[src/hw/ln_pkg.sv]
// Layer norm constants; FEATURE_DIM must be a power of two so that RECIP_N is exact
`default_nettype none

package ln_pkg;

    localparam int FEATURE_DIM = 16;             // Elements per vector
    localparam int ADDR_W      = $clog2(FEATURE_DIM);
    localparam int IDX_W       = $clog2(FEATURE_DIM + 1);

    // Q8.8 data and affine parameters
    localparam int DATA_W    = 16;
    localparam int PARAM_W   = 16;
    localparam int FRAC_BITS = 8;

    localparam int SUM_W    = 32;
    localparam int SUM_SQ_W = 48;                // Also the variance word
    localparam int SQ_W     = 2 * DATA_W;

    // Norm factor is unsigned Q1.16 in a signed word
    localparam int NF_FRAC = 16;
    localparam int NF_W    = 18;

    localparam int RECIP_SHIFT = 16;
    localparam int RECIP_N     = (1 << RECIP_SHIFT) / FEATURE_DIM;
    localparam int EPSILON     = 1;              // Q16 units of the variance

    localparam int ISQRT_STEPS     = NF_W - 1;   // One result bit per cycle
    localparam int ISQRT_ONE_SHIFT = 2 * NF_FRAC + 2 * FRAC_BITS;
    localparam int ISQRT_TEST_W    = 2 * ISQRT_STEPS + SUM_SQ_W - 1;
    localparam logic [ISQRT_TEST_W-1:0] ISQRT_LIMIT = {
        {(ISQRT_TEST_W - ISQRT_ONE_SHIFT - 1){1'b0}}, 1'b1, {ISQRT_ONE_SHIFT{1'b0}}
    };

    localparam int STAT_DEPTH = 2;
    localparam int MV_LATENCY = 2;               // Mean, then variance
    localparam int NORM_DEPTH = 4;

    // Normalize datapath widths
    localparam int CENT_W    = DATA_W + 1;
    localparam int PROD_W    = CENT_W + NF_W;
    localparam int SCALED_W  = PROD_W + PARAM_W;
    localparam int OUT_SHIFT = NF_FRAC + 2 * FRAC_BITS;

endpackage

`default_nettype wire

[src/hw/ln_mean_var.sv]
// Mean then variance plus epsilon, one cycle each after i_start; sums must be stable meanwhile
`default_nettype none

module ln_mean_var (
    input  wire                                  clk,
    input  wire                                  rst_n,
    input  wire                                  i_start,
    input  wire signed [ln_pkg::SUM_W-1:0]       i_sum,
    input  wire signed [ln_pkg::SUM_SQ_W-1:0]    i_sum_sq,
    output logic signed [ln_pkg::DATA_W-1:0]     o_mean,
    output logic signed [ln_pkg::SUM_SQ_W-1:0]   o_var_eps
);

    logic signed [ln_pkg::SUM_W+ln_pkg::RECIP_SHIFT-1:0]    mean_prod;
    logic signed [ln_pkg::SUM_SQ_W+ln_pkg::RECIP_SHIFT-1:0] sq_prod;
    logic signed [ln_pkg::SUM_SQ_W-1:0]                     mean_sq_avg;
    logic signed [2*ln_pkg::DATA_W-1:0]                     mean_sq;
    logic                                                   var_pend;

    // Divide by N as a Q16 reciprocal multiply
    assign mean_prod   = i_sum * ln_pkg::RECIP_N;
    assign sq_prod     = i_sum_sq * ln_pkg::RECIP_N;
    assign mean_sq_avg = sq_prod[ln_pkg::RECIP_SHIFT +: ln_pkg::SUM_SQ_W];
    assign mean_sq     = o_mean * o_mean;    // Registered mean from the previous cycle

    always_ff @(posedge clk or negedge rst_n) begin
        if (!rst_n) begin
            var_pend <= 1'b0;
        end else begin
            var_pend <= i_start;
        end
    end

    always_ff @(posedge clk) begin
        if (i_start) o_mean <= mean_prod[ln_pkg::RECIP_SHIFT +: ln_pkg::DATA_W];
        if (var_pend) o_var_eps <= mean_sq_avg - mean_sq + ln_pkg::EPSILON;
    end

endmodule

`default_nettype wire

[config.mk]
export PLATFORM = sky130hd
export DESIGN_NAME = ln_mean_var
export DESIGN_NICKNAME = d
export VERILOG_FILES = /design/src/hw/ln_pkg.sv /design/src/hw/ln_mean_var.sv
export SDC_FILE = /design/constraint.sdc
export NUM_CORES = 1
export LEC_CHECK = 0
export BUFFER_PORTS_ARGS = -buffer_cell sky130_fd_sc_hd__buf_2
export CAP_MARGIN = 20
export CORE_ASPECT_RATIO = 1.1
export CORE_MARGIN = 2
export CORE_UTILIZATION = 63
export CTS_CLUSTER_DIAMETER = 60
export DETAILED_ROUTE_END_ITERATION = 10
export PLACE_DENSITY = 0.84
export REMOVE_ABC_BUFFERS = 1
export SLEW_MARGIN = 10
export SYNTH_ARGS = -nofsm -noshare
export SYNTH_HDL_FRONTEND = slang
export SYNTH_SLANG_ARGS = --single-unit
[constraint.sdc]
create_clock -name clk -period 8.2 [get_ports clk]
set_input_delay 0.82 -clock clk [delete_from_list [all_inputs] [get_ports clk]]
set_output_delay 0.82 -clock clk [all_outputs]
set_load 0.005 [all_outputs]
==> results.toml <==
[logic_synthesis]
synth_top_cell_by_area = "sky130_fd_sc_hd__fa_1"
syn_avg_cell_area_um2 = 9.91
synthesis.instances = 1580
yosysSeqAreaShare_pct = 12.1
yosys.area.top_type_share_pct = 44.6
yosysWarnings = 0
yosys_register_bits = 63
synth_area_mm2 = 0.0157
yosys-top-cells-area = "sky130_fd_sc_hd__fa_1, sky130_fd_sc_hd__inv_1, sky130_fd_sc_hd__ha_1"
number_of_distinct_standard_cells_referenced_by_the_synthesized_netlist = 45

[floorplan]
die_width_um = 154
core_box_area_mm2 = 0.0245
design.portCount = 147
die_area_mm2 = 0.0261
row_count = 60
start_util_pct = 64.0
die_h_um = 169

[drt]
routedWlPerCell_um = 17.2
detail_route.wirelength_um = 34700
antenna_violating_nets_post_route = 0
num_vias = 10800
dr.pass1.iters = 5
detail_route.iter0.violations = 573
route.detailed.drc = 0
vias_per_cell = 5.35

[global_routing]
grt_pass1_vias = 12100
grt_pass1_wl_um = 58200
globalRouteTotalUtil_pct = 28.6
grt_start_max_net_pins = 47
initial_antenna_violation_count = 1
grt_overflow = 0

[sta]
final_tns_setup_ns = 0
fmaxAchievable_mhz = 138
clock-skew-final_ns = 0.00661
rsz0062_at_grt = "no"
slew-limit-headroom_pct = 31.6
finalMaxSlewViolations = 0
fin_worst_hold_slack_ns = 0.254
timing_worst_slew_pin_value_ns = 1.03
final_period_minus_worst_setup_slack_ns = 7.27
timing.final.hold_violations = 0
setup_viol_count_final = 0
timing.final.crit_share_pct = 88.7

[clock_tree]
insertion_delay_ns = 0.34
hold_bufs_inserted_after_cts = 0
total_of_cells_resized_after_clock_tree_synthesis = 0
clk_transition_reported_paths_ns = 0.06
cts_tree = "yes"
cts-root-to-sink-buffers = 2
cts_root_buf = "sky130_fd_sc_hd__clkbuf_16"
tritoncts_buffer_count = 9
cts.repair_timing.setup_buffer_count = 0
htree_levels = 3
total_number_of_clock_tree_sinks = 63

[final_layout]
num-nets-final = 2284
n_fill_cell = 1752
share_of_post_route_cells_with_drive_strength_above_1_pct = 9.78
syn_to_final_growth_pct = 8.52

[worst_setup_path]
timing.critical_path.required_ns = 8.29
critical_path_startpoint_category = "register"
timing.critical_path.arrival_ns = 7.36
path_buf_inv = 8
timing.critical_path.cells = "and2_1 > inv_1 > buf_4 > fa_1 > inv_1 > fa_1 > inv_1 > ha_1 > inv_1 > fa_1 > inv_1 > fa_1 > inv_1 > fa_1 > inv_1 > ha_1 > a21o_1 > a21o_1 > a21o_1 > a221o_1 > a211oi_1 > o21ai_1 > a31oi_1 > xnor2_1"
worst_path_max_delay_cell = "sky130_fd_sc_hd__edfxtp_1"
cp_max_fo = 19
timing.critical_path.mode_cell = "sky130_fd_sc_hd__inv_1"
max_stage_delay_ns = 0.76
cpLargestDelayFamily = "adder cells"
path_class = "register to register"
crit_path_end_kind = "register"

[hold_path]
hold_path_class = "input port to async pin"

[placement]
placement.io_buffers = 126
routability_congestion_estimate_from_global_placement = 0.889
total_half_perimeter_wirelength_after_legalization_and_detailed_placement_um = 29200

[flow_run]
maxCapViolCount = 0

[run_status]
run_status = "completed"
registers in the layout (all words and copies together), names as in the netlist:
signal,count
var_pend,1
o_var_eps,46
o_mean,16
per-stage QoR:
stage               setup WS, ns  std cells  util [%]  area (um^2)
detailed placement          1.05       1992      67.9        16600
global placement            1.12       1992      67.9        16600
CTS                        0.984       2008      69.4        17000
global route               0.596       2009      69.4        17000
floorplan                   1.07       1544         -        15500
finish                     0.929       2010      69.4        17000
worst paths after layout:
path	startpoint	end	slack (ns)	cells past startpoint
worst max-delay path	o_mean[15]	o_var_eps[39]	0.93	24
worst min-delay path	rst_n	var_pend	0.25	1
worst max register to register	o_mean[15]	o_var_eps[39]	0.93	24
worst min register to register	var_pend	o_var_eps[15]	1.09	0
max in group asynchronous	rst_n	var_pend	7.84	1
min in group clk	i_sum[8]	o_mean[4]	0.65	1
kinds of logic (layout without fill, tap and decap cells):
group           Yosys count  in the layout  synth area share [%]
flops                    63             63                  12.1
buf+inv                 585            703                  14.1
other cells               0              2                     0
fa+ha+maj               508            508                  57.3
compound gates          153            153                  6.68
mux                       1              1                0.0640
xor+xnor                 57             57                  3.19
simple gates            213            213                  6.57
worst register-to-register path: stages (launching register included):
cell,delay [ns]
sky130_fd_sc_hd__edfxtp_1,0.76
sky130_fd_sc_hd__and2_1,0.47
sky130_fd_sc_hd__inv_1,0.42
sky130_fd_sc_hd__buf_4,0.36
sky130_fd_sc_hd__fa_1,0.51
sky130_fd_sc_hd__inv_1,0.05
sky130_fd_sc_hd__fa_1,0.50
sky130_fd_sc_hd__inv_1,0.04
sky130_fd_sc_hd__ha_1,0.27
sky130_fd_sc_hd__inv_1,0.05
sky130_fd_sc_hd__fa_1,0.49
sky130_fd_sc_hd__inv_1,0.05
sky130_fd_sc_hd__fa_1,0.52
sky130_fd_sc_hd__inv_1,0.05
sky130_fd_sc_hd__fa_1,0.49
sky130_fd_sc_hd__inv_1,0.05
sky130_fd_sc_hd__ha_1,0.34
sky130_fd_sc_hd__a21o_1,0.22
sky130_fd_sc_hd__a21o_1,0.19
sky130_fd_sc_hd__a21o_1,0.18
sky130_fd_sc_hd__a221o_1,0.32
sky130_fd_sc_hd__a211oi_1,0.22
sky130_fd_sc_hd__o21ai_1,0.16
sky130_fd_sc_hd__a31oi_1,0.24
sky130_fd_sc_hd__xnor2_1,0.09
synthesized netlist by cell type (all sizes together):
cell type  instances
a211oi             8
a21boi             1
a21o              44
a21oi             44
a221o              3
a31oi              7
and2              43
and3               4
and4               1
buf                4
clkbuf            32
dfrtp              1
edfxtp            62
fa               349
ha               159
inv              549
mux2i              1
nand2             96
nand2b             3
nand3              8
nand3b             1
nand4             10
nor2              24
nor2b             15
nor3               3
nor3b              1
o211ai             3
o21a               5
o21ai             21
o21bai            10
o31a               2
o31ai              2
o41a               1
o41ai              2
or2                3
or4                1
xnor2             37
xor2              20
final cells by class:
type	count	area, um^2	area share (%)
clock buffer	10	229	1.35
timing repair buffer	138	721	4.24
inverter	549	2060	12.1
sequential	63	1890	11.1
multi-input combinational	932	11600	68.1
antenna	2	5.00	0.0295
tap	310	388	2.28
clock inverter	6	133	0.781
placed cells by master, fill, tap and decap left out, drive strengths merged, types with 15 or more instances in the layout:
cell type  netlist  layout
nand2           96      96
inv            549     549
o21ai           21      21
a21o            44      44
nor2b           15      15
and2            43      43
fa             349     349
buf              4     138
a21oi           44      44
xor2            20      20
edfxtp          62      62
xnor2           37      37
ha             159     159
nor2            24      24
metal layers:
layer  part of all wire (%)  vias to the layer above  wire length [um]  global-route usage (%)
li1                       -                     4868                 -                       -
met1                     37                     5355             12800                    34.7
met2                     52                      405             18100                    51.3
met3                    6.1                      129              2120                    4.42
met4                    4.8                        0              1670                    12.2
met5                      0                        -                 0                       0
Power is not shown: default switching activity piles up to over one toggle a cycle in this logic, so the estimate is an artifact.
