### config.mk
export PLATFORM = sky130hd
export DESIGN_NAME = ln_norm_pipe
export DESIGN_NICKNAME = d
export VERILOG_FILES = /design/src/hw/ln_pkg.sv /design/src/hw/ln_norm_pipe.sv
export SDC_FILE = /design/constraint.sdc
export NUM_CORES = 2
export LEC_CHECK = 0
export BUFFER_PORTS_ARGS = -buffer_cell sky130_fd_sc_hd__buf_2
export CELL_PAD_IN_SITES_DETAIL_PLACEMENT = 1
export CELL_PAD_IN_SITES_GLOBAL_PLACEMENT = 2
export CORE_AREA = 5 5 418 420
export CTS_CLUSTER_DIAMETER = 50
export DETAILED_ROUTE_END_ITERATION = 10
export DIE_AREA = 0 0 423 425
export HOLD_SLACK_MARGIN = 0.08
export PLACE_DENSITY_LB_ADDON = 0.1
export SLEW_MARGIN = 20
export SYNTH_ARGS = -nofsm -noshare
export SYNTH_HDL_FRONTEND = slang
export SYNTH_SLANG_ARGS = --single-unit
### constraint.sdc
create_clock -name clk -period 13.02 [get_ports clk]
set_clock_uncertainty 0.05 [all_clocks]
set_input_delay 1.953 -clock clk [delete_from_list [all_inputs] [get_ports clk]]
set_output_delay 1.953 -clock clk [all_outputs]
set_load 0.005 [all_outputs]
### src/hw/ln_pkg.sv
// Layer norm constants; FEATURE_DIM must be a power of two so that RECIP_N is exact
`default_nettype none

package ln_pkg;

    localparam int FEATURE_DIM = 16;             // Elements per vector
    localparam int ADDR_W      = $clog2(FEATURE_DIM);
    localparam int IDX_W       = $clog2(FEATURE_DIM + 1);

    // Q8.8 data and affine parameters
    localparam int DATA_W    = 16;
    localparam int PARAM_W   = 16;
    localparam int FRAC_BITS = 8;

    localparam int SUM_W    = 32;
    localparam int SUM_SQ_W = 48;                // Also the variance word
    localparam int SQ_W     = 2 * DATA_W;

    // Norm factor is unsigned Q1.16 in a signed word
    localparam int NF_FRAC = 16;
    localparam int NF_W    = 18;

    localparam int RECIP_SHIFT = 16;
    localparam int RECIP_N     = (1 << RECIP_SHIFT) / FEATURE_DIM;
    localparam int EPSILON     = 1;              // Q16 units of the variance

    localparam int ISQRT_STEPS     = NF_W - 1;   // One result bit per cycle
    localparam int ISQRT_ONE_SHIFT = 2 * NF_FRAC + 2 * FRAC_BITS;
    localparam int ISQRT_TEST_W    = 2 * ISQRT_STEPS + SUM_SQ_W - 1;
    localparam logic [ISQRT_TEST_W-1:0] ISQRT_LIMIT = {
        {(ISQRT_TEST_W - ISQRT_ONE_SHIFT - 1){1'b0}}, 1'b1, {ISQRT_ONE_SHIFT{1'b0}}
    };

    localparam int STAT_DEPTH = 2;
    localparam int MV_LATENCY = 2;               // Mean, then variance
    localparam int NORM_DEPTH = 4;

    // Normalize datapath widths
    localparam int CENT_W    = DATA_W + 1;
    localparam int PROD_W    = CENT_W + NF_W;
    localparam int SCALED_W  = PROD_W + PARAM_W;
    localparam int OUT_SHIFT = NF_FRAC + 2 * FRAC_BITS;

endpackage

`default_nettype wire

### src/hw/ln_norm_pipe.sv
// Normalize pass; mean and norm factor must hold during the pass, the 16-bit output wraps
`default_nettype none

module ln_norm_pipe (
    input  wire                                 clk,
    input  wire                                 rst_n,
    input  wire                                 i_clear,
    input  wire                                 i_rd,
    input  wire        [ln_pkg::IDX_W-1:0]      i_rd_idx,
    input  wire signed [ln_pkg::DATA_W-1:0]     i_x     [ln_pkg::FEATURE_DIM],
    input  wire signed [ln_pkg::PARAM_W-1:0]    i_gamma [ln_pkg::FEATURE_DIM],
    input  wire signed [ln_pkg::PARAM_W-1:0]    i_beta  [ln_pkg::FEATURE_DIM],
    input  wire signed [ln_pkg::DATA_W-1:0]     i_mean,
    input  wire signed [ln_pkg::NF_W-1:0]       i_norm_factor,
    output logic signed [ln_pkg::DATA_W-1:0]    o_y     [ln_pkg::FEATURE_DIM]
);

    logic signed [ln_pkg::DATA_W-1:0]     x_s1;
    logic signed [ln_pkg::PARAM_W-1:0]    g_s1, g_s2, g_s3;
    logic signed [ln_pkg::PARAM_W-1:0]    b_s1, b_s2, b_s3;
    logic signed [ln_pkg::CENT_W-1:0]     cent_s2;
    logic signed [ln_pkg::PROD_W-1:0]     prod_s3;
    logic signed [ln_pkg::SCALED_W-1:0]   scaled;
    logic signed [ln_pkg::SCALED_W:0]     y_sum;
    logic        [ln_pkg::IDX_W-1:0]      wr_idx;
    logic                                 v_s1, v_s2, v_s3;
    logic        [ln_pkg::ADDR_W-1:0]     rd_addr;

    assign rd_addr = i_rd_idx[ln_pkg::ADDR_W-1:0];

    always_ff @(posedge clk) begin
        if (i_rd) begin
            x_s1 <= i_x[rd_addr];
            g_s1 <= i_gamma[rd_addr];
            b_s1 <= i_beta[rd_addr];
        end
        cent_s2 <= x_s1 - i_mean;             // 17 bits, no overflow
        g_s2    <= g_s1;
        b_s2    <= b_s1;
        prod_s3 <= cent_s2 * i_norm_factor;   // Q24 fraction
        g_s3    <= g_s2;
        b_s3    <= b_s2;
    end

    // Stage 4 is the output write itself
    assign scaled = prod_s3 * g_s3;
    assign y_sum  = scaled + (b_s3 <<< ln_pkg::OUT_SHIFT);

    always_ff @(posedge clk or negedge rst_n) begin
        if (!rst_n) begin
            v_s1   <= 1'b0;
            v_s2   <= 1'b0;
            v_s3   <= 1'b0;
            wr_idx <= '0;
            for (int i = 0; i < ln_pkg::FEATURE_DIM; i++) begin
                o_y[i] <= '0;
            end
        end else if (i_clear) begin
            v_s1   <= 1'b0;
            v_s2   <= 1'b0;
            v_s3   <= 1'b0;
            wr_idx <= '0;
        end else begin
            v_s1 <= i_rd;
            v_s2 <= v_s1;
            v_s3 <= v_s2;
            if (v_s3 && wr_idx < ln_pkg::IDX_W'(ln_pkg::FEATURE_DIM)) begin
                o_y[wr_idx[ln_pkg::ADDR_W-1:0]] <= y_sum[ln_pkg::OUT_SHIFT +: ln_pkg::DATA_W];
                wr_idx <= wr_idx + 1'b1;
            end
        end
    end

endmodule

`default_nettype wire

==> reports/results.ini <==
[finish]
drive_gt1_share_pct=27.5
nNetsFinal=7521
final_core_util_pct=34.8
synthToLayoutAreaGrowth_pct=20.7
fillCellCount=19400
multi_input_area_um2=34300
seqCellArea_um2=10400
stdcell_count=7983

[yosys]
synth-edff-count=48
synth_nets=6573
ys_ff_latch=428
synth.distinct_cells=63
syn-cell-area_um2=49200
yosys_warnings=0
syn_inst=4717
synth_ff_type=dfrtp_1
ys_seq_area_share_pct=21.1
synth_async_sr_flop_share_pct=61.7
synth.avg_cell_area_um2=10.4

[routing]
route.detailed.drc=0
drt.antenna.violating_nets=0
drt-pass1-iter-count=4
vias_per_cell=4.71
drt_first_iter_violations=1685
detail_route.wl_per_cell_um=27.0
routed_wl_um=216000
vias=37600

[global_routing]
grt_pass1_wl_um=312000
overflow=0
grt_max_degree=116
grt_pass1_vias=42600
grt_use_total_pct=24.1
antenna_found_initial=77

[sta]
fin_crit_sh_pct=63.5
setup_slack_ns=4.75
finalHoldViolCount=0
timing.setup.tns_ns=0
rsz0062_at_grt=no
setup-violations-final=0
timing.final.crit_period_ns=8.27
clock.fmax_mhz=121
relSlewSlack_pct=27.4
tightest_slew_ns=1.09
drv_slew=0

[placed_design]
pre_cts_slack_ns=4.15
dp_hpwl_um=177000
gp_congestion=0.889
io_buffers=1065
dp.cells=7830

[clock_network]
clk_pin_slew_ns=0.05
cts_setup_buffers=0
cts_buffer_depth=3
insertion_delay_ns=0.65
cts-buffers-inserted=66
cts_hold_buf=0
cts_sinks=428
cts_root_buf=clkbuf_16
htree_levels=3
postCtsResizedCells=0
cts_tree=done

[critical_path]
path_class=reg2reg
path_max_fanout=35
worst-endpoint-required_ns=13.44
cp_data_arrival_time_ns=8.69
start_kind=register
end_kind=register

[run_status]
status=complete, no violations

[floorplanning]
die_area_um2=180000
fp.dieH_um=425
io_pins=1067
start_util_pct=28.8
fp.dieW_um=423
core_um2=171000
rows=152

[job]
drv_cap=0

[min_path]
hold_path.class=reg2reg

-- area by class of cell --
class	instances	share of cell area [%]
Clock inverter	31	0.563
Inverter	1013	6.40
Sequential cell	428	17.5
Clock buffer	88	3.16
Multi-Input combinational cell	3030	57.7
Antenna cell	34	0.143
Timing Repair Buffer	1126	9.85
Tap cell	2233	4.71
-- placed cells by master, fill, tap and decap left out, drive strengths merged, types with 48 or more instances in the layout --
cell type,instances
edfxtp,48
dfxtp,116
clkbuf,89
xnor2,66
dfrtp,264
mux2,64
a21oi,54
mux4,240
ha,214
nor2,75
inv,1017
buf,1125
nand2,688
and2,358
fa,831
o21ai,222
-- worst max-delay path, stage by stage (launching register included) --
cell and delay [ns]:
dfxtp_1 0.31, buf_4 0.52, nand2_1 0.20, inv_1 0.16, fa_1 0.50, fa_1 0.84, inv_1 0.18, fa_1 0.51
inv_1 0.05, fa_1 0.51, fa_1 0.50, inv_1 0.05, fa_1 0.50, inv_1 0.05, ha_1 0.37, a21oi_1 0.36
nand3_1 0.21, a211oi_2 0.53, nor2_1 0.25, a31oi_1 0.42, xor2_4 0.70, o21ai_0 0.23
-- metal layers --
metal  routed length (um)  GRT usage [%]  vias up  part of all wire [%]
met5                  105              0        -                 0.049
met4                 6220           5.99       16                   2.9
met3                 6600           2.90      262                   3.1
met2               118000           45.7      842                    55
met1                85100           28.9    19900                    39
li1                     -              -    16500                     -
-- state kept, by name (all words and copies together), names as in the netlist --
| register | flops |
|---|---|
| cent_s2 | 17 |
| wr_idx | 5 |
| o_y | 256 |
| v_s1 | 1 |
| b_s2 | 16 |
| b_s3 | 16 |
| x_s1 | 16 |
| g_s2 | 16 |
| prod_s3 | 35 |
| v_s2 | 1 |
| g_s1 | 16 |
| g_s3 | 16 |
| v_s3 | 1 |
| b_s1 | 16 |
-- stage by stage --
stage | cell area [um^2] | hold WS (ns)
3_5_place_dp | 57100 | 0.263
4_1_cts | 59300 | 0.276
3_3_place_gp | 57100 | 0.261
2_1_floorplan | 49200 | 0.260
6_report | 59400 | 0.275
5_1_grt | 59400 | 0.281
-- cells in the mapped netlist (2+ instances only) --
cell type | count | area, um^2
a2111oi_0 | 2 | 17.5
a211o_1 | 2 | 17.5
a211oi_1 | 11 | 82.6
a21boi_0 | 7 | 52.6
a21o_1 | 31 | 233
a21oi_1 | 53 | 265
a31oi_1 | 4 | 25.0
and2_1 | 358 | 2240
and3_1 | 8 | 50.1
buf_1 | 14 | 52.6
buf_2 | 2 | 10.0
clkbuf_1 | 229 | 860
dfrtp_1 | 264 | 6610
dfxtp_1 | 116 | 2320
edfxtp_1 | 48 | 1440
fa_1 | 831 | 16600
ha_1 | 214 | 2680
inv_1 | 1012 | 3800
mux2_2 | 64 | 721
mux4_2 | 240 | 5410
nand2_1 | 688 | 2580
nand2b_1 | 17 | 106
nand3_1 | 28 | 140
nand3b_1 | 4 | 30.0
nand4_1 | 7 | 43.8
nor2_1 | 75 | 282
nor2b_1 | 16 | 100
nor3_1 | 12 | 60.1
nor4_1 | 2 | 12.5
o211ai_1 | 6 | 45.0
o21a_1 | 9 | 67.6
o21ai_0 | 211 | 1060
o21ai_1 | 11 | 55.1
o21bai_1 | 5 | 37.5
o311a_1 | 2 | 20.0
o31a_1 | 2 | 17.5
o31ai_1 | 6 | 45.0
or3_1 | 4 | 25.0
xnor2_1 | 64 | 561
xnor2_2 | 2 | 32.5
xor2_1 | 14 | 123
-- final timing paths --
| path | cells past startpoint | to | slack, ns | start |
|---|---|---|---|---|
| max | 21 | o_y[108]$_DFFE_PN0P_ | 4.75 | g_s3[1]$_DFF_P_ |
| min | 0 | g_s3[1]$_DFF_P_ | 0.28 | g_s2[1]$_DFF_P_ |
| max reg2reg | 21 | o_y[108]$_DFFE_PN0P_ | 4.75 | g_s3[1]$_DFF_P_ |
| min reg2reg | 0 | g_s3[1]$_DFF_P_ | 0.28 | g_s2[1]$_DFF_P_ |
| max in group asynchronous | 3 | o_y[139]$_DFFE_PN0P_ | 9.45 | rst_n |
| min in group asynchronous | 1 | o_y[19]$_DFFE_PN0P_ | 1.22 | rst_n |
-- cell families (layout without fill, tap and decap cells) --
logic type | count (synthesis) | count (layout) | synth area share [%]
buf+inv | 1259 | 2258 | 9.62
mux | 305 | 305 | 12.5
other cells | 0 | 34 | 0
fa+ha+maj | 1045 | 1045 | 39.3
simple gates | 1226 | 1226 | 11.7
compound gates | 374 | 374 | 4.42
xor+xnor | 80 | 80 | 1.46
flops | 428 | 428 | 21.1
Power is not shown: default switching activity piles up to over one toggle a cycle in this logic, so the estimate is an artifact.
