## config.mk

```make
export PLATFORM = sky130hd
export DESIGN_NAME = ln_control
export DESIGN_NICKNAME = d
export VERILOG_FILES = /design/src/hw/ln_pkg.sv /design/src/hw/ln_control.sv
export SDC_FILE = /design/constraint.sdc
export NUM_CORES = 1
export LEC_CHECK = 0
export ABC_AREA = 1
export BUFFER_PORTS_ARGS = -buffer_cell sky130_fd_sc_hd__buf_2
export CAP_MARGIN = 20
export CORE_AREA = 2 2 47 49
export DETAILED_ROUTE_END_ITERATION = 6
export DIE_AREA = 0 0 49 51
export PLACE_DENSITY = 0.73
export SLEW_MARGIN = 20
export SYNTH_ARGS = -nofsm -noshare
export SYNTH_HDL_FRONTEND = slang
export SYNTH_SLANG_ARGS = --single-unit
```

## constraint.sdc

```tcl
create_clock -name clk -period 2.25 [get_ports clk]
set_clock_uncertainty 0.15 [all_clocks]
set_input_delay 0.45 -clock clk [delete_from_list [all_inputs] [get_ports clk]]
set_output_delay 0.45 -clock clk [all_outputs]
set_load 0.005 [all_outputs]
```

## src/hw/ln_pkg.sv

```systemverilog
// Layer norm constants; FEATURE_DIM must be a power of two so that RECIP_N is exact
`default_nettype none

package ln_pkg;

    localparam int FEATURE_DIM = 16;             // Elements per vector
    localparam int ADDR_W      = $clog2(FEATURE_DIM);
    localparam int IDX_W       = $clog2(FEATURE_DIM + 1);

    // Q8.8 data and affine parameters
    localparam int DATA_W    = 16;
    localparam int PARAM_W   = 16;
    localparam int FRAC_BITS = 8;

    localparam int SUM_W    = 32;
    localparam int SUM_SQ_W = 48;                // Also the variance word
    localparam int SQ_W     = 2 * DATA_W;

    // Norm factor is unsigned Q1.16 in a signed word
    localparam int NF_FRAC = 16;
    localparam int NF_W    = 18;

    localparam int RECIP_SHIFT = 16;
    localparam int RECIP_N     = (1 << RECIP_SHIFT) / FEATURE_DIM;
    localparam int EPSILON     = 1;              // Q16 units of the variance

    localparam int ISQRT_STEPS     = NF_W - 1;   // One result bit per cycle
    localparam int ISQRT_ONE_SHIFT = 2 * NF_FRAC + 2 * FRAC_BITS;
    localparam int ISQRT_TEST_W    = 2 * ISQRT_STEPS + SUM_SQ_W - 1;
    localparam logic [ISQRT_TEST_W-1:0] ISQRT_LIMIT = {
        {(ISQRT_TEST_W - ISQRT_ONE_SHIFT - 1){1'b0}}, 1'b1, {ISQRT_ONE_SHIFT{1'b0}}
    };

    localparam int STAT_DEPTH = 2;
    localparam int MV_LATENCY = 2;               // Mean, then variance
    localparam int NORM_DEPTH = 4;

    // Normalize datapath widths
    localparam int CENT_W    = DATA_W + 1;
    localparam int PROD_W    = CENT_W + NF_W;
    localparam int SCALED_W  = PROD_W + PARAM_W;
    localparam int OUT_SHIFT = NF_FRAC + 2 * FRAC_BITS;

endpackage

`default_nettype wire

```

## src/hw/ln_control.sv

```systemverilog
// Run sequencer; starts only on a rising i_start edge while idle, edges during a run are dropped
`default_nettype none

module ln_control (
    input  wire                      clk,
    input  wire                      rst_n,
    input  wire                      i_start,
    input  wire                      i_isqrt_done,
    output logic                     o_stat_clear,
    output logic                     o_stat_rd,
    output logic                     o_mv_start,
    output logic                     o_isqrt_start,
    output logic                     o_norm_clear,
    output logic                     o_norm_rd,
    output logic [ln_pkg::IDX_W-1:0] o_rd_idx,
    output logic                     o_busy,
    output logic                     o_done
);

    enum logic [3:0] {
        S_IDLE,
        S_STAT_CLEAR,
        S_STAT_RD,
        S_STAT_DRAIN,
        S_MV_START,
        S_MV_WAIT,
        S_ISQRT_START,
        S_ISQRT_WAIT,
        S_NORM_CLEAR,
        S_NORM_RD,
        S_NORM_DRAIN,
        S_DONE
    } state, state_nxt;

    logic                     start_q;
    logic                     start_edge;
    logic [ln_pkg::IDX_W-1:0] idx_cnt;
    logic [ln_pkg::IDX_W-1:0] drain_cnt;
    logic                     last_idx;

    assign start_edge = i_start && !start_q;
    assign last_idx   = (idx_cnt == ln_pkg::IDX_W'(ln_pkg::FEATURE_DIM - 1));

    always_comb begin
        state_nxt = state;
        case (state)
            S_IDLE:        if (start_edge) state_nxt = S_STAT_CLEAR;
            S_STAT_CLEAR:  state_nxt = S_STAT_RD;
            S_STAT_RD:     if (last_idx) state_nxt = S_STAT_DRAIN;
            S_STAT_DRAIN: begin
                if (drain_cnt == ln_pkg::IDX_W'(ln_pkg::STAT_DEPTH - 1)) state_nxt = S_MV_START;
            end
            S_MV_START:    state_nxt = S_MV_WAIT;
            S_MV_WAIT: begin
                if (drain_cnt == ln_pkg::IDX_W'(ln_pkg::MV_LATENCY - 1)) state_nxt = S_ISQRT_START;
            end
            S_ISQRT_START: state_nxt = S_ISQRT_WAIT;
            S_ISQRT_WAIT:  if (i_isqrt_done) state_nxt = S_NORM_CLEAR;
            S_NORM_CLEAR:  state_nxt = S_NORM_RD;
            S_NORM_RD:     if (last_idx) state_nxt = S_NORM_DRAIN;
            S_NORM_DRAIN: begin
                if (drain_cnt == ln_pkg::IDX_W'(ln_pkg::NORM_DEPTH - 1)) state_nxt = S_DONE;
            end
            S_DONE:        state_nxt = S_IDLE;
            default:       state_nxt = S_IDLE;
        endcase
    end

    always_ff @(posedge clk or negedge rst_n) begin
        if (!rst_n) begin
            state     <= S_IDLE;
            start_q   <= 1'b0;
            idx_cnt   <= '0;
            drain_cnt <= '0;
        end else begin
            state   <= state_nxt;
            start_q <= i_start;
            if (state_nxt != state) begin   // Counters restart on every state change
                idx_cnt   <= '0;
                drain_cnt <= '0;
            end else begin
                if (state == S_STAT_RD || state == S_NORM_RD) idx_cnt <= idx_cnt + 1'b1;
                if (state == S_STAT_DRAIN || state == S_MV_WAIT || state == S_NORM_DRAIN) begin
                    drain_cnt <= drain_cnt + 1'b1;
                end
            end
        end
    end

    assign o_stat_clear  = (state == S_STAT_CLEAR);
    assign o_stat_rd     = (state == S_STAT_RD);
    assign o_mv_start    = (state == S_MV_START);
    assign o_isqrt_start = (state == S_ISQRT_START);
    assign o_norm_clear  = (state == S_NORM_CLEAR);
    assign o_norm_rd     = (state == S_NORM_RD);
    assign o_rd_idx      = idx_cnt;
    assign o_busy        = (state != S_IDLE) && (state != S_DONE);
    assign o_done        = (state == S_DONE);

endmodule

`default_nettype wire

```

==> results of run 1 <==
-- power by group --
| group | internal (mW) | switching (mW) | total, mW |
|---|---|---|---|
| logic | 0.211 | 0.386 | 0.596 |
| clock network | 0.0686 | 0.0805 | 0.149 |
| registers | 0.314 | 0.0645 | 0.378 |
| total | 0.593 | 0.531 | 1.12 |
-- worst min path at each step --
stage / to / cells past startpoint
after floorplan: drain_cnt[0] / 0
after global placement: drain_cnt[1] / 1
after detailed placement: drain_cnt[1] / 1
after CTS: start_q / 1
after global routing: start_q / 1
final: start_q / 1
-- registers in the layout, indices dropped and copies added, names as in the netlist --
signal	count
start_q	1
drain_cnt	5
o_rd_idx	5
state	4
-- through the flow --
stage / util / cell area, sq um
6_report: 0.562 / 1160
5_1_grt: 0.562 / 1160
4_1_cts: 0.562 / 1160
3_5_place_dp: 0.544 / 1120
3_3_place_gp: 0.544 / 1120
2_1_floorplan: - / 1010
-- synthesized netlist by cell type --
master,instances
inv_1,16
nand2_4,1
xnor2_1,2
nor2_2,7
a211oi_2,1
ha_1,4
o21ai_1,1
nand2_2,3
xor2_1,5
nand3b_1,2
nand2_1,21
a21oi_1,1
nand3_1,9
nor2_4,2
o21ai_0,5
inv_2,4
mux2i_1,2
nor2_1,21
o21ai_4,1
dfrtp_1,15
nor3_1,1
and3_1,1
nand3_4,1
nand4_1,3
-- area by class of cell --
class                   count  area (sq um)
well taps                  28          35.0
multi-input cells          94           557
clock buffers               4          26.3
inverters                  20          75.1
fillers                   191           905
repair buffers             17          90.1
flip-flops and latches     15           375
-- metal layers --
metal,global-route usage,up-vias,wire length (um)
li1,-,449,-
met1,0.225,399,837
met2,0.317,30,952
met3,0.0205,4,91
met4,0.0952,0,25
met5,0,-,0
-- repair_timing --
item,4_1_cts,5_1_grt
resized for setup,0,0
endpoints found under the hold margin,15,0
hold buffers,1,0
-- critical path, cell delays in order, from the launching register on --
cell	delay, ns
dfrtp_1	0.45
inv_1	0.08
nor2_1	0.26
inv_1	0.15
nor2_1	0.11
buf_2	0.11
-- cell families (layout without fill, tap and decap cells) --
family,count (synthesis),in the layout,share of synthesized area
compound gates,9,9,0.0633
fa+ha+maj,4,4,0.0497
simple gates,72,72,0.359
mux,2,2,0.0199
xor+xnor,7,7,0.0609
buf+inv,20,41,0.0745
flops,15,15,0.373
==> out/qor.txt, run 1 <==
top-area cell type share of the netlist area - 0.373
die area - 2500 sq um
#FFs+latches synth - 15
Net Count, Synth - 137
first-pass GRT wire length - 3530 um
worst setup path start - state[1]
synth warn - 0
Syn Inst Count - 129
Root Buffer - clkbuf_4
worst skew pair latency - 0.27 ns
fraction of layout instances using a drive strength above 1 - 0.260
Worst EP required - 1.65 ns
worst reg-to-reg path cell count - 10
Hold Crit Start - i_start
Yosys top cell by area - dfrtp_1
Seq/Total Area, Yosys - 0.373
CP endpoint kind - primary output
postcts setup bufs - 0
Tcrit/Tclk final - 0.907
core region area - 2060 sq um
Slew Viols, Final - 0
final setup fails - 0
hpwl dp - 1500 um
flop-to-flop setup slack - 0.25 ns
worst setup margin - 0.209 ns
chip height - 51 um
relative slew slack - 0.780
antenna-violating nets left - 0
NumNets Final - 159
CTS Buf Count - 3
Post-Route WL - 1910 um
vias in the first global route - 839
Congestion Overflow GR - 0
Reg2Reg Capture Point - drain_cnt[4]
die width - 49 um
final hold vios - 0
H-tree level count - 1
drt first pass iters - 4
Peak VDD IR - 506 uV
# DRC - 0
antenna violations before repair - 0
commonest cells after routing, fill and taps aside - 21 x nor2_1, 21 x nand2_1, 16 x inv_1, 16 x buf_2, 15 x dfrtp_1
startpoint type of the worst setup path - flop
clk buf depth - 2
Antenna diodes - 0
Tot GR Track Use - 0.183
dpl ws - 0.261 ns
pwr dens - 970 nW/um^2
Clock Sinks - 15
Worst Tran Pin Value - 0.329 ns
Synth cell types - 24
Clk pin slew, worst setup/hold paths - 0.08 ns
Leak - 0.601 nW
synthesized area per cell - 7.81 sq um
vias per std cell - 4.96
Mapped Area - 1010 sq um
Crit Path Class - reg -> out
crit path to - o_stat_rd
Tot Pwr - 1.12 mW
Non-Filler Instances - 178
CTS tree - built
First DRT Iteration DRCs - 27
num rows - 17
Min Hold Slack - 0.139 ns
I/O Pins - 17
R2R Path Start - o_rd_idx[0]
Critical Path AT - 1.44 ns
I/O Buffers - 16
RSZ-0062 raised after global routing - false
GPL Wtd Cong - 0.896
Max-Cap Viols - 0
Max Clk Rate - 490 MHz
Tmin final - 2.04 ns
Worst Hold Class - in -> reg
vias - 882
Initial Utilization - 0.488
top fanout value on the critical path - 6
status - completed
Area Overhead vs Synth - 15.0%
top post-synthesis cells by area - dfrtp_1 37%, nand2_1 7.8%, nor2_1 7.8%, inv_1 6.0%, ha_1 5.0%
WL/cell - 10.7 um
largest net degree at the start of global routing - 16
Placed Cells - 173
setup_tns - 0 ns
Power figures use the tool's default switching activity.
==> run 2, diff against run 1 <==
CORE_AREA = 2 2 49 51   (was 2 2 47 49)
DIE_AREA = 0 0 51 53   (was 0 0 49 51)
PLACE_DENSITY = 0.71   (was 0.73)
clock period = 1.7 ns   (was 2.25 ns; I/O delays follow)
==> out/qor.txt, run 2 (synthesis results as in run 1) <==
I/O Pins - 17 (unchanged)
GPL Wtd Cong - 0.906 (was 0.896)
CTS tree - built (unchanged)
Min Hold Slack - 0.0285 ns (was 0.139 ns)
relative slew slack - 0.708 (was 0.780)
Area Overhead vs Synth - 60.9% (was 15.0%)
status - complete, but fails checks (was completed)
vias - 1061 (was 882)
Post-Route WL - 2920 um (was 1910 um)
startpoint type of the worst setup path - flop (unchanged)
fraction of layout instances using a drive strength above 1 - 0.571 (was 0.260)
worst skew pair latency - 0.29 ns (was 0.27 ns)
Leak - 0.832 nW (was 0.601 nW)
Critical Path AT - 1.38 ns (was 1.44 ns)
Worst EP required - 1.21 ns (was 1.65 ns)
first-pass GRT wire length - 4430 um (was 3530 um)
chip height - 53 um (was 51 um)
Antenna diodes - 0 (unchanged)
vias in the first global route - 1043 (was 839)
WL/cell - 13.4 um (was 10.7 um)
antenna violations before repair - 0 (unchanged)
most common cell after layout, fill and taps aside - buf_4
vias per std cell - 4.89 (was 4.96)
H-tree level count - 1 (unchanged)
Tot GR Track Use - 0.222 (was 0.183)
clk buf depth - 2 (unchanged)
CTS Buf Count - 3 (unchanged)
Initial Utilization - 0.469 (was 0.488)
drt first pass iters - 4 (unchanged)
First DRT Iteration DRCs - 12 (was 27)
Peak VDD IR - 817 uV (was 506 uV)
top fanout value on the critical path - 4 (was 6)
Max Clk Rate - 533 MHz
commonest cells after routing, fill and taps aside - 30 x buf_4, 14 x nor2_1, 14 x nand2_1 (was 21 x nor2_1, 21 x nand2_1, 16 x inv_1, 16 x buf_2, 15 x dfrtp_1)
Tcrit/Tclk final - 1.10
Clock Sinks - 15 (unchanged)
hpwl dp - 1720 um (was 1500 um)
Non-Filler Instances - 217 (was 178)
Congestion Overflow GR - 0 (unchanged)
largest net degree at the start of global routing - 16 (unchanged)
Max-Cap Viols - 0 (unchanged)
RSZ-0062 raised after global routing - true (was false)
failing checks - negative setup slack
Worst Hold Class - in -> reg (unchanged)
die width - 51 um (was 49 um)
pwr dens - 1340 nW/um^2 (was 970 nW/um^2)
Root Buffer - clkbuf_4 (unchanged)
Clk pin slew, worst setup/hold paths - 0.09 ns (was 0.08 ns)
final setup fails - 18 (was 0)
core region area - 2150 sq um (was 2060 sq um)
worst setup margin - -0.175 ns (was 0.209 ns)
Tmin final - 1.87 ns
num rows - 17 (unchanged)
Worst Tran Pin Value - 0.437 ns (was 0.329 ns)
I/O Buffers - 16 (unchanged)
die area - 2700 sq um (was 2500 sq um)
final hold vios - 0 (unchanged)
CP endpoint kind - primary output (unchanged)
NumNets Final - 198 (was 159)
# DRC - 0 (unchanged)
Crit Path Class - reg -> out (unchanged)
Slew Viols, Final - 0 (unchanged)
Placed Cells - 194 (was 173)
antenna-violating nets left - 0 (unchanged)
## run 2: worst paths after layout
check / depth (start not counted) / slack [ns] / end / from
max: 6 / -0.17 / o_busy / state[3]
min: 1 / 0.03 / start_q / i_start
max reg2reg: 10 / -0.16 / drain_cnt[3] / state[3]
min reg2reg: 2 / 0.45 / drain_cnt[4] / drain_cnt[4]
max in group asynchronous: 2 / 0.78 / state[2] / rst_n
min in group asynchronous: 2 / 0.33 / state[0] / rst_n
## run 2: report_power, final
part           internal (mW)  leakage [nW]  switching [mW]
clock                 0.0876        0.0177           0.120
combinational          0.691         0.615           0.779
sequential             0.420         0.199          0.0814
total                   1.20         0.832           0.980
## run 2: critical path, cell delays in order (launching register included)
cell and delay, ns:
dfrtp_1 0.47, inv_2 0.13, nor2_4 0.17, inv_2 0.06, nor2_2 0.10, a21oi_1 0.04, buf_2 0.12
## run 2: final cells by class
cell class / count / area, sq um
Clock buffer: 3 / 22.5
Clock inverter: 1 / 5.00
Fill cell: 163 / 528
Inverter: 20 / 80.1
Multi-Input combinational cell: 95 / 674
Sequential cell: 15 / 379
Tap cell: 28 / 35.0
Timing Repair Buffer: 55 / 424
## run 2: metal layers
metal  global-route usage  part of all wire  vias up
met3               0.0367             0.030       14
met2                0.424              0.53       26
met1                0.237              0.40      488
met5                    0                 0        -
met4                0.104             0.042        0
li1                     -                 -      533
## run 2: through the flow
stage	utilization	area (sq um)	power, mW	setup WS (ns)	TNS, ns
global route	0.754	1620	2.33	-0.288	-4.26
finish	0.754	1620	2.18	-0.175	-2.55
floorplan	-	1030	1.10	-0.0694	-0.647
CTS	0.698	1500	2.00	-0.146	-1.90
detailed placement	0.607	1310	1.47	-0.164	-1.50
global placement	0.607	1310	1.46	-0.146	-1.32
## run 2: what timing repair did
item / CTS / global route
setup buffers: 9 / 10
endpoints found under the hold margin: 15 / 0
endpoints found under the setup margin: 18 / 19
hold buffers: 1 / 0
resized for setup: 26 / 20
pin swaps: 18 / 6
gates cloned: 1 / 0
==> run 3, diff against run 2 <==
CORE_AREA = 2 2 48 50   (was 2 2 49 51)
CTS_BUF_LIST = sky130_fd_sc_hd__clkbuf_4 sky130_fd_sc_hd__clkbuf_8   (was default)
DIE_AREA = 0 0 50 52   (was 0 0 51 53)
PLACE_DENSITY = 0.73   (was 0.71)
==> out/qor.txt, run 3 (synthesis results as in run 1) <==
vias in the first global route - 1082 (was 1043)
setup_tns - -2.15 ns (was -2.55 ns)
CTS Buf Count - 3 (unchanged)
dpl ws - -0.183 ns (was -0.164 ns)
clk buf depth - 2 (unchanged)
H-tree level count - 1 (unchanged)
Post-Route WL - 2760 um (was 2920 um)
CTS tree - built (unchanged)
antenna-violating nets left - 0 (unchanged)
Initial Utilization - 0.478 (was 0.469)
RSZ-0062 raised after global routing - true (unchanged)
vias - 1049 (was 1061)
worst skew pair latency - 0.28 ns (was 0.29 ns)
startpoint type of the worst setup path - flop (unchanged)
I/O Buffers - 16 (unchanged)
WL/cell - 12.9 um (was 13.4 um)
First DRT Iteration DRCs - 15 (was 12)
GPL Wtd Cong - 0.902 (was 0.906)
NumNets Final - 195 (was 198)
Max-Cap Viols - 0 (unchanged)
Root Buffer - clkbuf_4 (unchanged)
Worst Tran Pin Value - 0.426 ns (was 0.437 ns)
relative slew slack - 0.715 (was 0.708)
Crit Path Class - reg -> reg (was reg -> out)
die area - 2600 sq um (was 2700 sq um)
Slew Viols, Final - 0 (unchanged)
antenna violations before repair - 0 (unchanged)
largest net degree at the start of global routing - 16 (unchanged)
Worst EP required - 1.77 ns (was 1.21 ns)
fraction of layout instances using a drive strength above 1 - 0.575 (was 0.571)
status - complete, but fails checks (unchanged)
Tmin final - 1.85 ns (was 1.87 ns)
Area Overhead vs Synth - 59.5% (was 60.9%)
most common cell after layout, fill and taps aside - buf_4 (unchanged)
Leak - 0.809 nW (was 0.832 nW)
Peak VDD IR - 1030 uV (was 817 uV)
worst path bufs/invs - 0 (was 3)
Cell Area, Placed - 1310 sq um (unchanged)
Worst path max stage delay - 0.40 ns (was 0.47 ns)
first-pass GRT wire length - 4430 um (unchanged)
final hold vios - 0 (unchanged)
die width - 50 um (was 51 um)
final setup fails - 18 (unchanged)
drt first pass iters - 4 (unchanged)
FILL cells - 140 (was 163)
failing checks - negative setup slack (unchanged)
worst reg-to-reg path cell count - 10 (unchanged)
CP endpoint kind - flop (was primary output)
Critical Path AT - 1.93 ns (was 1.38 ns)
hpwl dp - 1710 um (was 1720 um)
Antenna diodes - 0 (unchanged)
worst setup margin - -0.153 ns (was -0.175 ns)
# DRC - 0 (unchanged)
Max Clk Rate - 540 MHz (was 533 MHz)
Design Area, Final - 1610 sq um (was 1620 sq um)
cell repeated most along the worst path - nand2_2 (was inv_2)
core region area - 2110 sq um (was 2150 sq um)
Tot Pwr - 2.17 mW (was 2.18 mW)
top fanout value on the critical path - 5 (was 4)
Critical-path top delay cell - dfrtp_1 (unchanged)
commonest cells after routing, fill and taps aside - 28 x buf_4, 15 x buf_2, 13 x nand2_1, 13 x dfrtp_1 (was 30 x buf_4, 14 x nor2_1, 14 x nand2_1)
Congestion Overflow GR - 0 (unchanged)
pwr dens - 1350 nW/um^2 (was 1340 nW/um^2)
Top delay family on crit path - simple AND/OR/NAND/NOR gates (was flip-flops)
Worst Hold Class - in -> reg (unchanged)
num rows - 17 (unchanged)
Cells on Worst Hold Path - 1 (unchanged)
Clk pin slew, worst setup/hold paths - 0.10 ns (was 0.09 ns)
vias per std cell - 4.90 (was 4.89)
Tcrit/Tclk final - 1.09 (was 1.10)
I/O Pins - 17 (unchanged)
Tot GR Track Use - 0.222 (about the same)
Clock Sinks - 15 (unchanged)
chip height - 52 um (was 53 um)
WP depth - 10 (was 6)
cells along the critical path - ha_2, and3_4, ha_4, nand3_2, nand2_2, nor2_4, nand3_1, nand2_2, nand3_4, nor2_1 (was inv_2, nor2_4, inv_2, nor2_2, a21oi_1, buf_2)
run 3: changes by cell type in the layout (fill, tap and decap cells not counted), moves of 2 or more:
cell,delta
buf_2,+2
buf_6,-3
nor2_1,-2
buf_4,-2
nor2_2,+2
run 3: worst paths after layout:
check                                    end  slack [ns]          from
worst max register to register   o_rd_idx[3]       -0.15   o_rd_idx[1]
worst max-delay path             o_rd_idx[3]       -0.15   o_rd_idx[1]
worst min register to register  drain_cnt[4]        0.46  drain_cnt[4]
max in group asynchronous           state[1]        0.78         rst_n
min in group asynchronous            start_q        0.33         rst_n
worst min-delay path                 start_q        0.02       i_start
run 3: where the power goes:
group | switching (mW) | internal [mW]
Combinational | 0.792 | 0.667
Clock | 0.122 | 0.107
Sequential | 0.0677 | 0.419
run 3: per-layer routing:
layer  up-vias  wire length (um)  track usage
li1        524                 -            -
met1       499              1080        0.236
met2        24              1570        0.436
met3         2                92       0.0431
met4         0                12       0.0694
met5         -                 0            0
run 3: through the flow:
stage               utilization  hold WS [ns]  instances
global route              0.763        0.0203        214
finish                    0.763        0.0195        214
floorplan                     -        -0.106        129
global placement          0.620         0.116        194
CTS                       0.705        0.0228        209
detailed placement        0.620         0.121        194
run 3: cell type report:
cell class,count,area [sq um],area share
multi-input cells,95,701,0.436
repair buffers,52,385,0.240
flip-flops and latches,15,378,0.235
inverters,20,77.6,0.0483
well taps,28,35.0,0.0218
clock buffers,4,30.0,0.0187
run 3: repair_timing:
action                     4_1_cts  5_1_grt
pin swaps                       21       20
gates resized for setup         19       28
hold buffers                     1        0
hold endpoints to repair        15        0
setup endpoints to repair       18       19
cloned                           1        0
buffers inserted                 9        7
